--- src/riscv_pkg.sv ---
`default_nettype none

package riscv_pkg;

        typedef logic [31:0] word_t;
        typedef logic [4:0]  reg_addr_t;
        typedef logic [6:0]  opcode_t;

        // the three views of one instruction word
        typedef struct packed {
                logic [6:0] funct7;
                reg_addr_t  rs2;
                reg_addr_t  rs1;
                logic [2:0] funct3;
                reg_addr_t  rd;
                opcode_t    opcode;
        } r_type_t;

        typedef struct packed {
                logic [11:0] imm12;     // sign bit at 11
                reg_addr_t   rs1;
                logic [2:0]  funct3;
                reg_addr_t   rd;
                opcode_t     opcode;
        } i_type_t;

        typedef struct packed {
                logic [19:0] imm20;     // lands in bits 31:12
                reg_addr_t   rd;
                opcode_t     opcode;
        } u_type_t;

        typedef union packed {
                r_type_t r;
                i_type_t i;
                u_type_t u;
        } instruction_t;

        typedef enum logic [2:0] {
                R_TYPE = 3'd0,
                I_TYPE = 3'd1,
                S_TYPE = 3'd2,
                B_TYPE = 3'd3,
                U_TYPE = 3'd4,
                J_TYPE = 3'd5
        } encoding_t;

        typedef enum logic [2:0] {
                ALU_ADD    = 3'd0,
                ALU_SUB    = 3'd1,
                ALU_XOR    = 3'd2,
                ALU_OR     = 3'd3,
                ALU_AND    = 3'd4,
                ALU_PASS_B = 3'd5     // lui result is operand b
        } alu_op_t;

        typedef struct packed {
                alu_op_t   alu_op;
                encoding_t encoding;
                logic      alu_src;       // operand b from the immediate
                logic      reg_write;
                reg_addr_t write_back_id; // destination register
        } control_t;

        // major opcodes
        localparam opcode_t OPC_OP     = 7'b0110011;
        localparam opcode_t OPC_OP_IMM = 7'b0010011;
        localparam opcode_t OPC_LUI    = 7'b0110111;
        localparam opcode_t OPC_STORE  = 7'b0100011;
        localparam opcode_t OPC_BRANCH = 7'b1100011;
        localparam opcode_t OPC_JAL    = 7'b1101111;

        localparam logic [2:0] F3_ADD_SUB = 3'b000;
        localparam logic [2:0] F3_XOR     = 3'b100;
        localparam logic [2:0] F3_OR      = 3'b110;
        localparam logic [2:0] F3_AND     = 3'b111;

        localparam logic [6:0] F7_BASE = 7'b0000000;
        localparam logic [6:0] F7_SUB  = 7'b0100000;

endpackage

`default_nettype wire
--- src/operand_if.sv ---
`timescale 1ns/1ps
`default_nettype none

// resolved operands on their way to execute
interface operand_if;

        logic                valid;     // one strobe per instruction
        riscv_pkg::control_t ctrl;
        riscv_pkg::word_t    op_a;
        riscv_pkg::word_t    op_b;      // immediate or rs2 value

        modport producer (
                output valid, ctrl, op_a, op_b
        );

        modport consumer (
                input valid, ctrl, op_a, op_b
        );

endinterface

`default_nettype wire

--- src/decode_if.sv ---
`timescale 1ns/1ps
`default_nettype none

// decoded fields, registered in the decode stage
interface decode_if;

        logic                 valid;    // one strobe per instruction
        riscv_pkg::control_t  ctrl;
        riscv_pkg::reg_addr_t rs1;
        riscv_pkg::reg_addr_t rs2;
        riscv_pkg::word_t     imm;      // sign extended, or shifted up for lui

        modport producer (
                output valid, ctrl, rs1, rs2, imm
        );

        modport consumer (
                input valid, ctrl, rs1, rs2, imm
        );

endinterface

`default_nettype wire

--- src/int_pipeline_top.sv ---
`timescale 1ns/1ps
`default_nettype none

module int_pipeline_top (
        input  logic                    clk,
        input  logic                    reset,
        input  logic                    instr_valid,
        input  riscv_pkg::instruction_t instr,
        output logic                    wb_valid,
        output riscv_pkg::reg_addr_t    wb_rd,
        output riscv_pkg::word_t        wb_data
);

        decode_if  dec_bus ();
        operand_if opnd_bus ();

        riscv_pkg::reg_addr_t raddr1;
        riscv_pkg::reg_addr_t raddr2;
        riscv_pkg::word_t     rdata1;
        riscv_pkg::word_t     rdata2;
        logic                 we;
        riscv_pkg::reg_addr_t waddr;
        riscv_pkg::word_t     wdata;
        logic                 fwd_valid;        // result in execute, not yet written
        riscv_pkg::reg_addr_t fwd_rd;
        riscv_pkg::word_t     fwd_data;

        decode_stage decode0 (
                .clk         (clk),
                .reset       (reset),
                .instr_valid (instr_valid),
                .instr       (instr),
                .dec         (dec_bus.producer)
        );

        reg_file regs0 (
                .clk    (clk),
                .reset  (reset),
                .raddr1 (raddr1),
                .raddr2 (raddr2),
                .waddr  (waddr),
                .we     (we),
                .wdata  (wdata),
                .rdata1 (rdata1),
                .rdata2 (rdata2)
        );

        operand_stage operand0 (
                .clk       (clk),
                .reset     (reset),
                .dec       (dec_bus.consumer),
                .opnd      (opnd_bus.producer),
                .raddr1    (raddr1),
                .raddr2    (raddr2),
                .rdata1    (rdata1),
                .rdata2    (rdata2),
                .fwd_valid (fwd_valid),
                .fwd_rd    (fwd_rd),
                .fwd_data  (fwd_data)
        );

        execute_stage execute0 (
                .clk       (clk),
                .reset     (reset),
                .opnd      (opnd_bus.consumer),
                .we        (we),
                .waddr     (waddr),
                .wdata     (wdata),
                .fwd_valid (fwd_valid),
                .fwd_rd    (fwd_rd),
                .fwd_data  (fwd_data),
                .wb_valid  (wb_valid),
                .wb_rd     (wb_rd),
                .wb_data   (wb_data)
        );

endmodule

`default_nettype wire

--- src/execute_stage.sv ---
`timescale 1ns/1ps
`default_nettype none

module execute_stage (
        input  logic                 clk,
        input  logic                 reset,
        operand_if.consumer          opnd,
        output logic                 we,
        output riscv_pkg::reg_addr_t waddr,
        output riscv_pkg::word_t     wdata,
        output logic                 fwd_valid,
        output riscv_pkg::reg_addr_t fwd_rd,
        output riscv_pkg::word_t     fwd_data,
        output logic                 wb_valid,
        output riscv_pkg::reg_addr_t wb_rd,
        output riscv_pkg::word_t     wb_data
);

        riscv_pkg::word_t result;
        logic             wr_en;

        always_comb begin
                case (opnd.ctrl.alu_op)
                        riscv_pkg::ALU_ADD:    result = opnd.op_a + opnd.op_b;  // wraps at 32 bits
                        riscv_pkg::ALU_SUB:    result = opnd.op_a - opnd.op_b;
                        riscv_pkg::ALU_XOR:    result = opnd.op_a ^ opnd.op_b;
                        riscv_pkg::ALU_OR:     result = opnd.op_a | opnd.op_b;
                        riscv_pkg::ALU_AND:    result = opnd.op_a & opnd.op_b;
                        riscv_pkg::ALU_PASS_B: result = opnd.op_b;
                        default:               result = opnd.op_a + opnd.op_b;
                endcase
        end

        // x0 destinations and nops write nothing
        assign wr_en = opnd.valid && opnd.ctrl.reg_write && opnd.ctrl.write_back_id != '0;

        assign fwd_valid = wr_en;
        assign fwd_rd    = opnd.ctrl.write_back_id;
        assign fwd_data  = result;

        // register write lands at the same edge as the report
        assign we    = wr_en;
        assign waddr = opnd.ctrl.write_back_id;
        assign wdata = result;

        always_ff @(posedge clk) begin
                if (reset) begin
                        wb_valid <= 1'b0;
                end else begin
                        wb_valid <= wr_en;
                end
        end

        always_ff @(posedge clk) begin
                if (wr_en) begin
                        wb_rd   <= opnd.ctrl.write_back_id;
                        wb_data <= result;
                end
        end

        // lui results keep the low 12 bits clear
        a_lui_low_zero: assert property (@(posedge clk) disable iff (reset)
                wr_en && opnd.ctrl.alu_op == riscv_pkg::ALU_PASS_B |-> result[11:0] == '0);

        // an i-type immediate reaches execute sign extended from bit 11
        a_imm_sign_extended: assert property (@(posedge clk) disable iff (reset)
                opnd.valid && opnd.ctrl.alu_src && opnd.ctrl.encoding == riscv_pkg::I_TYPE
                |-> opnd.op_b[31:11] == '0 || opnd.op_b[31:11] == '1);

endmodule

`default_nettype wire

--- src/operand_stage.sv ---
`timescale 1ns/1ps
`default_nettype none

module operand_stage (
        input  logic                 clk,
        input  logic                 reset,
        decode_if.consumer           dec,
        operand_if.producer          opnd,
        output riscv_pkg::reg_addr_t raddr1,
        output riscv_pkg::reg_addr_t raddr2,
        input  riscv_pkg::word_t     rdata1,
        input  riscv_pkg::word_t     rdata2,
        input  logic                 fwd_valid,
        input  riscv_pkg::reg_addr_t fwd_rd,
        input  riscv_pkg::word_t     fwd_data
);

        riscv_pkg::word_t src1;
        riscv_pkg::word_t src2;
        riscv_pkg::word_t op_a;
        riscv_pkg::word_t op_b;

        assign raddr1 = dec.rs1;
        assign raddr2 = dec.rs2;

        // result still in execute wins over the register file
        always_comb begin
                src1 = (fwd_valid && fwd_rd != '0 && fwd_rd == dec.rs1) ? fwd_data : rdata1;
                src2 = (fwd_valid && fwd_rd != '0 && fwd_rd == dec.rs2) ? fwd_data : rdata2;
                op_a = (dec.ctrl.encoding == riscv_pkg::U_TYPE) ? '0 : src1; // lui
                op_b = dec.ctrl.alu_src ? dec.imm : src2;
        end

        always_ff @(posedge clk) begin
                if (reset) begin
                        opnd.valid <= 1'b0;
                end else begin
                        opnd.valid <= dec.valid;
                end
        end

        always_ff @(posedge clk) begin
                if (dec.valid) begin
                        opnd.ctrl <= dec.ctrl;
                        opnd.op_a <= op_a;
                        opnd.op_b <= op_b;
                end
        end

endmodule

`default_nettype wire

--- src/reg_file.sv ---
`timescale 1ns/1ps
`default_nettype none

module reg_file (
        input  logic                 clk,
        input  logic                 reset,
        input  riscv_pkg::reg_addr_t raddr1,
        input  riscv_pkg::reg_addr_t raddr2,
        input  riscv_pkg::reg_addr_t waddr,
        input  logic                 we,
        input  riscv_pkg::word_t     wdata,
        output riscv_pkg::word_t     rdata1,
        output riscv_pkg::word_t     rdata2
);

        riscv_pkg::word_t regs [1:31];  // x0 has no storage

        always_ff @(posedge clk) begin
                if (reset) begin
                        for (int i = 1; i < 32; i++) begin
                                regs[i] <= '0;
                        end
                end else if (we && waddr != '0) begin
                        regs[waddr] <= wdata;
                end
        end

        // combinational reads, x0 reads as zero
        assign rdata1 = (raddr1 == '0) ? '0 : regs[raddr1];
        assign rdata2 = (raddr2 == '0) ? '0 : regs[raddr2];

endmodule

`default_nettype wire

--- src/decode_stage.sv ---
`timescale 1ns/1ps
`default_nettype none

module decode_stage (
        input  logic                    clk,
        input  logic                    reset,
        input  logic                    instr_valid,
        input  riscv_pkg::instruction_t instr,
        decode_if.producer              dec
);

        riscv_pkg::control_t ctrl;
        riscv_pkg::word_t    imm;

        control ctrl_dec (
                .instruction (instr),
                .ctrl        (ctrl)
        );

        always_comb begin
                case (ctrl.encoding)
                        riscv_pkg::I_TYPE: imm = {{20{instr.i.imm12[11]}}, instr.i.imm12};
                        riscv_pkg::U_TYPE: imm = {instr.u.imm20, 12'b0};
                        default:           imm = '0;
                endcase
        end

        always_ff @(posedge clk) begin
                if (reset) begin
                        dec.valid <= 1'b0;
                end else begin
                        dec.valid <= instr_valid;
                end
        end

        // payload only moves on a strobe
        always_ff @(posedge clk) begin
                if (instr_valid) begin
                        dec.ctrl <= ctrl;
                        dec.rs1  <= instr.r.rs1;
                        dec.rs2  <= instr.r.rs2;
                        dec.imm  <= imm;
                end
        end

        // register ops never leave decode with the immediate selected
        a_no_imm_on_r_type: assert property (@(posedge clk) disable iff (reset)
                instr_valid && ctrl.encoding == riscv_pkg::R_TYPE |=> !dec.ctrl.alu_src);

endmodule

`default_nettype wire

--- src/control.sv ---
`timescale 1ns/1ps
`default_nettype none

module control (
        input  riscv_pkg::instruction_t instruction,
        output riscv_pkg::control_t     ctrl
);

        always_comb begin : control_main_comb
                ctrl               = '0;
                ctrl.alu_op        = riscv_pkg::ALU_ADD;
                ctrl.write_back_id = instruction.r.rd;

                // encoding from the major opcode
                case (instruction.r.opcode)
                        riscv_pkg::OPC_OP: begin
                                ctrl.encoding = riscv_pkg::R_TYPE;
                        end
                        riscv_pkg::OPC_OP_IMM: begin
                                ctrl.encoding = riscv_pkg::I_TYPE;
                        end
                        riscv_pkg::OPC_STORE: begin
                                ctrl.encoding = riscv_pkg::S_TYPE;
                        end
                        riscv_pkg::OPC_BRANCH: begin
                                ctrl.encoding = riscv_pkg::B_TYPE;
                        end
                        riscv_pkg::OPC_LUI: begin
                                ctrl.encoding = riscv_pkg::U_TYPE;
                        end
                        riscv_pkg::OPC_JAL: begin
                                ctrl.encoding = riscv_pkg::J_TYPE;
                        end
                        default: begin
                                ctrl.encoding = riscv_pkg::R_TYPE; // treated as nop
                        end
                endcase

                // supported operations, anything else keeps the nop fields
                case (instruction.r.opcode)
                        riscv_pkg::OPC_OP: begin
                                if (instruction.r.funct7 == riscv_pkg::F7_BASE) begin
                                        ctrl.reg_write = 1'b1;
                                        case (instruction.r.funct3)
                                                riscv_pkg::F3_ADD_SUB: ctrl.alu_op = riscv_pkg::ALU_ADD;
                                                riscv_pkg::F3_XOR:     ctrl.alu_op = riscv_pkg::ALU_XOR;
                                                riscv_pkg::F3_OR:      ctrl.alu_op = riscv_pkg::ALU_OR;
                                                riscv_pkg::F3_AND:     ctrl.alu_op = riscv_pkg::ALU_AND;
                                                default:               ctrl.reg_write = 1'b0; // shifts, slt
                                        endcase
                                end else if (instruction.r.funct7 == riscv_pkg::F7_SUB &&
                                             instruction.r.funct3 == riscv_pkg::F3_ADD_SUB) begin
                                        ctrl.alu_op    = riscv_pkg::ALU_SUB;
                                        ctrl.reg_write = 1'b1;
                                end
                        end
                        riscv_pkg::OPC_OP_IMM: begin
                                ctrl.alu_src   = 1'b1;  // imm to alu
                                ctrl.reg_write = 1'b1;
                                case (instruction.i.funct3)
                                        riscv_pkg::F3_ADD_SUB: ctrl.alu_op = riscv_pkg::ALU_ADD;
                                        riscv_pkg::F3_XOR:     ctrl.alu_op = riscv_pkg::ALU_XOR;
                                        riscv_pkg::F3_OR:      ctrl.alu_op = riscv_pkg::ALU_OR;
                                        riscv_pkg::F3_AND:     ctrl.alu_op = riscv_pkg::ALU_AND;
                                        default: begin
                                                ctrl.alu_src   = 1'b0;
                                                ctrl.reg_write = 1'b0;
                                        end
                                endcase
                        end
                        riscv_pkg::OPC_LUI: begin
                                ctrl.alu_op    = riscv_pkg::ALU_PASS_B;
                                ctrl.alu_src   = 1'b1;
                                ctrl.reg_write = 1'b1;
                        end
                        default: begin
                                // nop (addi x0, x0, 0)
                        end
                endcase
        end

endmodule

`default_nettype wire

--- config.mk ---
export PLATFORM = sky130hd
export DESIGN_NAME = int_pipeline_top
export DESIGN_NICKNAME = d
export VERILOG_FILES = /design/src/riscv_pkg.sv /design/src/operand_if.sv /design/src/decode_if.sv /design/src/int_pipeline_top.sv /design/src/execute_stage.sv /design/src/operand_stage.sv /design/src/reg_file.sv /design/src/decode_stage.sv /design/src/control.sv
export SDC_FILE = /design/constraint.sdc
export NUM_CORES = 2
export LEC_CHECK = 0
export BUFFER_PORTS_ARGS = -buffer_cell sky130_fd_sc_hd__buf_4
export CELL_PAD_IN_SITES_DETAIL_PLACEMENT = 1
export CELL_PAD_IN_SITES_GLOBAL_PLACEMENT = 2
export CORE_MARGIN = 8
export CORE_UTILIZATION = 41
export DETAILED_ROUTE_END_ITERATION = 12
export GPL_ROUTABILITY_DRIVEN = 0
export PLACE_DENSITY_LB_ADDON = 0.1
export SLEW_MARGIN = 20
export SYNTH_ARGS = -nofsm -noshare
export SYNTH_HDL_FRONTEND = slang
export SYNTH_SLANG_ARGS = --single-unit
export TNS_END_PERCENT = 50
--- constraint.sdc ---
create_clock -name clk -period 6.45 [get_ports clk]
set_clock_uncertainty 0.2 [all_clocks]
set_input_delay 1.29 -clock clk [delete_from_list [all_inputs] [get_ports clk]]
set_output_delay 1.29 -clock clk [all_outputs]
set_load 0.02 [all_outputs]
==> run summary <==
outcome: finished, final reports clean
cell taking the most area after synthesis: edfxtp_1
reg-to-reg slack, setup: 0.84 ns
final slew viol count: 0
worst hold-check path type: flop to flop
CP Buf/Inv Count: 3
Peak VDD IR: 0.294 mV
Final Hold Fails: 0
top post-synthesis cells by area: edfxtp_1 (57%), mux4_2 (23%), nor2_1 (6.5%)
Pleak: 26.0 nW
worst-path maximum fanout: 18
Post-Synthesis Cells: 4,334
most numerous cell on the critical path: a21oi_1
fin crit share: 86.9%
min cycle time layout: 5.61 ns
Power Density: 302 mW/mm^2
Root Buffer: clkbuf_16
Iter 0 DRT Violations: 4,901
Max-cap violations: 0
Yosys warning count: 0
DR pass1 iterations: 6
Syn-to-layout area delta: 13.5%
post-synthesis area per instance: 14.6 um^2
GRT Util Overall: 28.0%
top-count cell post-synth: edfxtp_1
# fillers: 15.0k
setup TNS: 0 ns
sequential-to-total area share from yosys stat: 57.0%
Total Nets Final: 4,471
I/O Buffers: 72
startpoint types: flop
DRC Markers: 0
layout cells sized above 1: 28.1%
Hold Buf Count CTS: 0
initial antenna violation count: 14
Crit path max-delay family: compound AO/OA/AOI/OAI gates
Via density: 6.38
Final Cell Area: 0.0716 mm^2
critical path's slowest cell: a21oi_4
clk slew on worst S/H paths: 0.06 ns
CP endpoint kind: flop
EDFF count, synth: 1,189
clk buf depth: 3
Post-CTS Setup Inserts: 0
relative slew slack: 22.7%
Core Rows: 144
Initial Util: 41.1%
largest net degree at the start of global routing: 63
CTS buffer count: 143
delay of the slowest critical-path stage: 0.76 ns
Register Area: 0.0360 mm^2
clock net sink count: 1,202
via count: 41.5k
fmax: 178 MHz
count of boundary I/O pins: 73
WL final: 238,000 um
Placed Area: 0.0669 mm^2
Main synth FF type: edfxtp_1
grt ovf: 0
Commonest cells post-synth: edfxtp_1 (1,189), nor2_1 (1,093), mux4_2 (640), clkbuf_1 (319), inv_1 (112)
clock latency on the worst-skew pair: 0.81 ns
number of global-route vias before repair: 42.6k
WP data arrival: 5.92 ns
Seq cells post-synth: 1,202
WS Path Type: flop to flop
Yosys cell types: 73
Worst Tran Pin Value: 1.16 ns
hpwl dp: 144,000 um
CP Cell Sequence: nor4_1 -> nand4_1 -> buf_4 -> nor2_1 -> buf_4 -> a21oi_1 -> xnor2_1 -> ha_1 -> a21oi_1 -> o21a_1 -> a2bb2oi_1 -> nand2_1 -> a21oi_1 -> xnor2_1 -> a21oi_4 -> buf_12 -> nor2_1
top-area cell type share of the netlist area: 56.6%
Die H: 408 um
Final setup viols: 0
global-route wire length before repair: 334,000 um
Crit path required time: 6.76 ns
asr flop ratio synth: 0%
H-tree depth: 4
WHS: 0.212 ns
Die ar.: 0.167 mm^2
Post-Synthesis Cell Area: 0.0631 mm^2
unrepaired setup endpoints after global routing: false
post_cts resized: 0
Avg WL per Cell: 36.6 um
CTS tree: built
Routed Antenna Nets: 0
Die W: 408 um
multi-input logic area: 0.0258 mm^2
Std-Cell Core Area: 0.154 mm^2
-- flip-flops by register name, summed over array words and instances, names as in the netlist, named ones only --
register and cells:
regs0.regs 1024, decode0.dec.imm 32, execute0.wb_rd 5, operand0.opnd.valid 1, decode0.dec.rs1 5, decode0.dec.rs2 5, operand0.opnd.op_b 32, operand0.opnd.ctrl 9
operand0.opnd.op_a 32, execute0.wb_valid 1, execute0.wb_data 32, decode0.dec.ctrl 13, decode0.dec.valid 1
-- through the flow --
stage | utilization [%] | worst slack (ns) | power [mW] | instances
after floorplan | - | 1.47 | 11.8 | 4365
after global placement | 43.6 | 0.943 | 13.5 | 6238
after detailed placement | 43.6 | 0.925 | 13.6 | 6238
after CTS | 46.6 | 0.913 | 21.7 | 6500
after global routing | 46.6 | 0.580 | 22.2 | 6500
final | 46.6 | 0.845 | 21.6 | 6502
-- worst paths after layout --
path | startpoint | depth (start not counted) | endpoint
worst max-delay path | operand0.opnd.op_b[13] | 17 | regs0.regs[17][26]
worst min-delay path | decode0.dec.ctrl[2] | 0 | operand0.opnd.ctrl[2]
worst max register to register | operand0.opnd.op_b[13] | 17 | regs0.regs[17][26]
worst min register to register | decode0.dec.ctrl[2] | 0 | operand0.opnd.ctrl[2]
-- cell type report --
type | count | share of cell area [%]
sequential | 1202 | 50.3
multi-input combinational | 2638 | 36.1
clock buffer | 173 | 5.29
tap | 2044 | 3.57
timing repair buffer | 240 | 3.01
clock inverter | 89 | 1.20
inverter | 114 | 0.598
antenna | 2 | 0.00699
-- logic make-up after synthesis --
family,count (synthesis),share of synthesized area (%)
flip-flops,1202,57.0
AO/OA/AOI/OAI,366,3.93
multiplexers,736,24.4
other,1,0.00594
adder cells (fa/ha/maj),97,1.94
AND/OR/NAND/NOR,1342,8.60
XOR/XNOR,65,0.902
buffers and inverters,525,3.19
-- per-layer routing --
metal	track usage, %	part of all wire [%]	vias up
li1	-	-	16700
met1	38.9	42	22600
met2	45.5	48	1821
met3	5.04	7.6	391
met4	7.66	2.8	4
met5	0	0.0088	-
-- power by group --
| part | switching [mW] | internal [mW] |
|---|---|---|
| combinational | 2.66 | 1.51 |
| clock | 3.44 | 4.69 |
| sequential | 0.321 | 8.96 |
-- cells in the final DEF (no fill, tap or decap), types with 56 or more instances in the layout --
cell type,Yosys,layout
clkbuf_16,0,147
buf_4,1,212
a21oi_1,95,89
mux4_2,640,640
nand2_1,89,58
edfxtp_1,1189,1189
mux2i_1,56,56
nor2_1,1093,1090
inv_1,112,111
ha_1,96,96
Power figures use the tool's default switching activity.
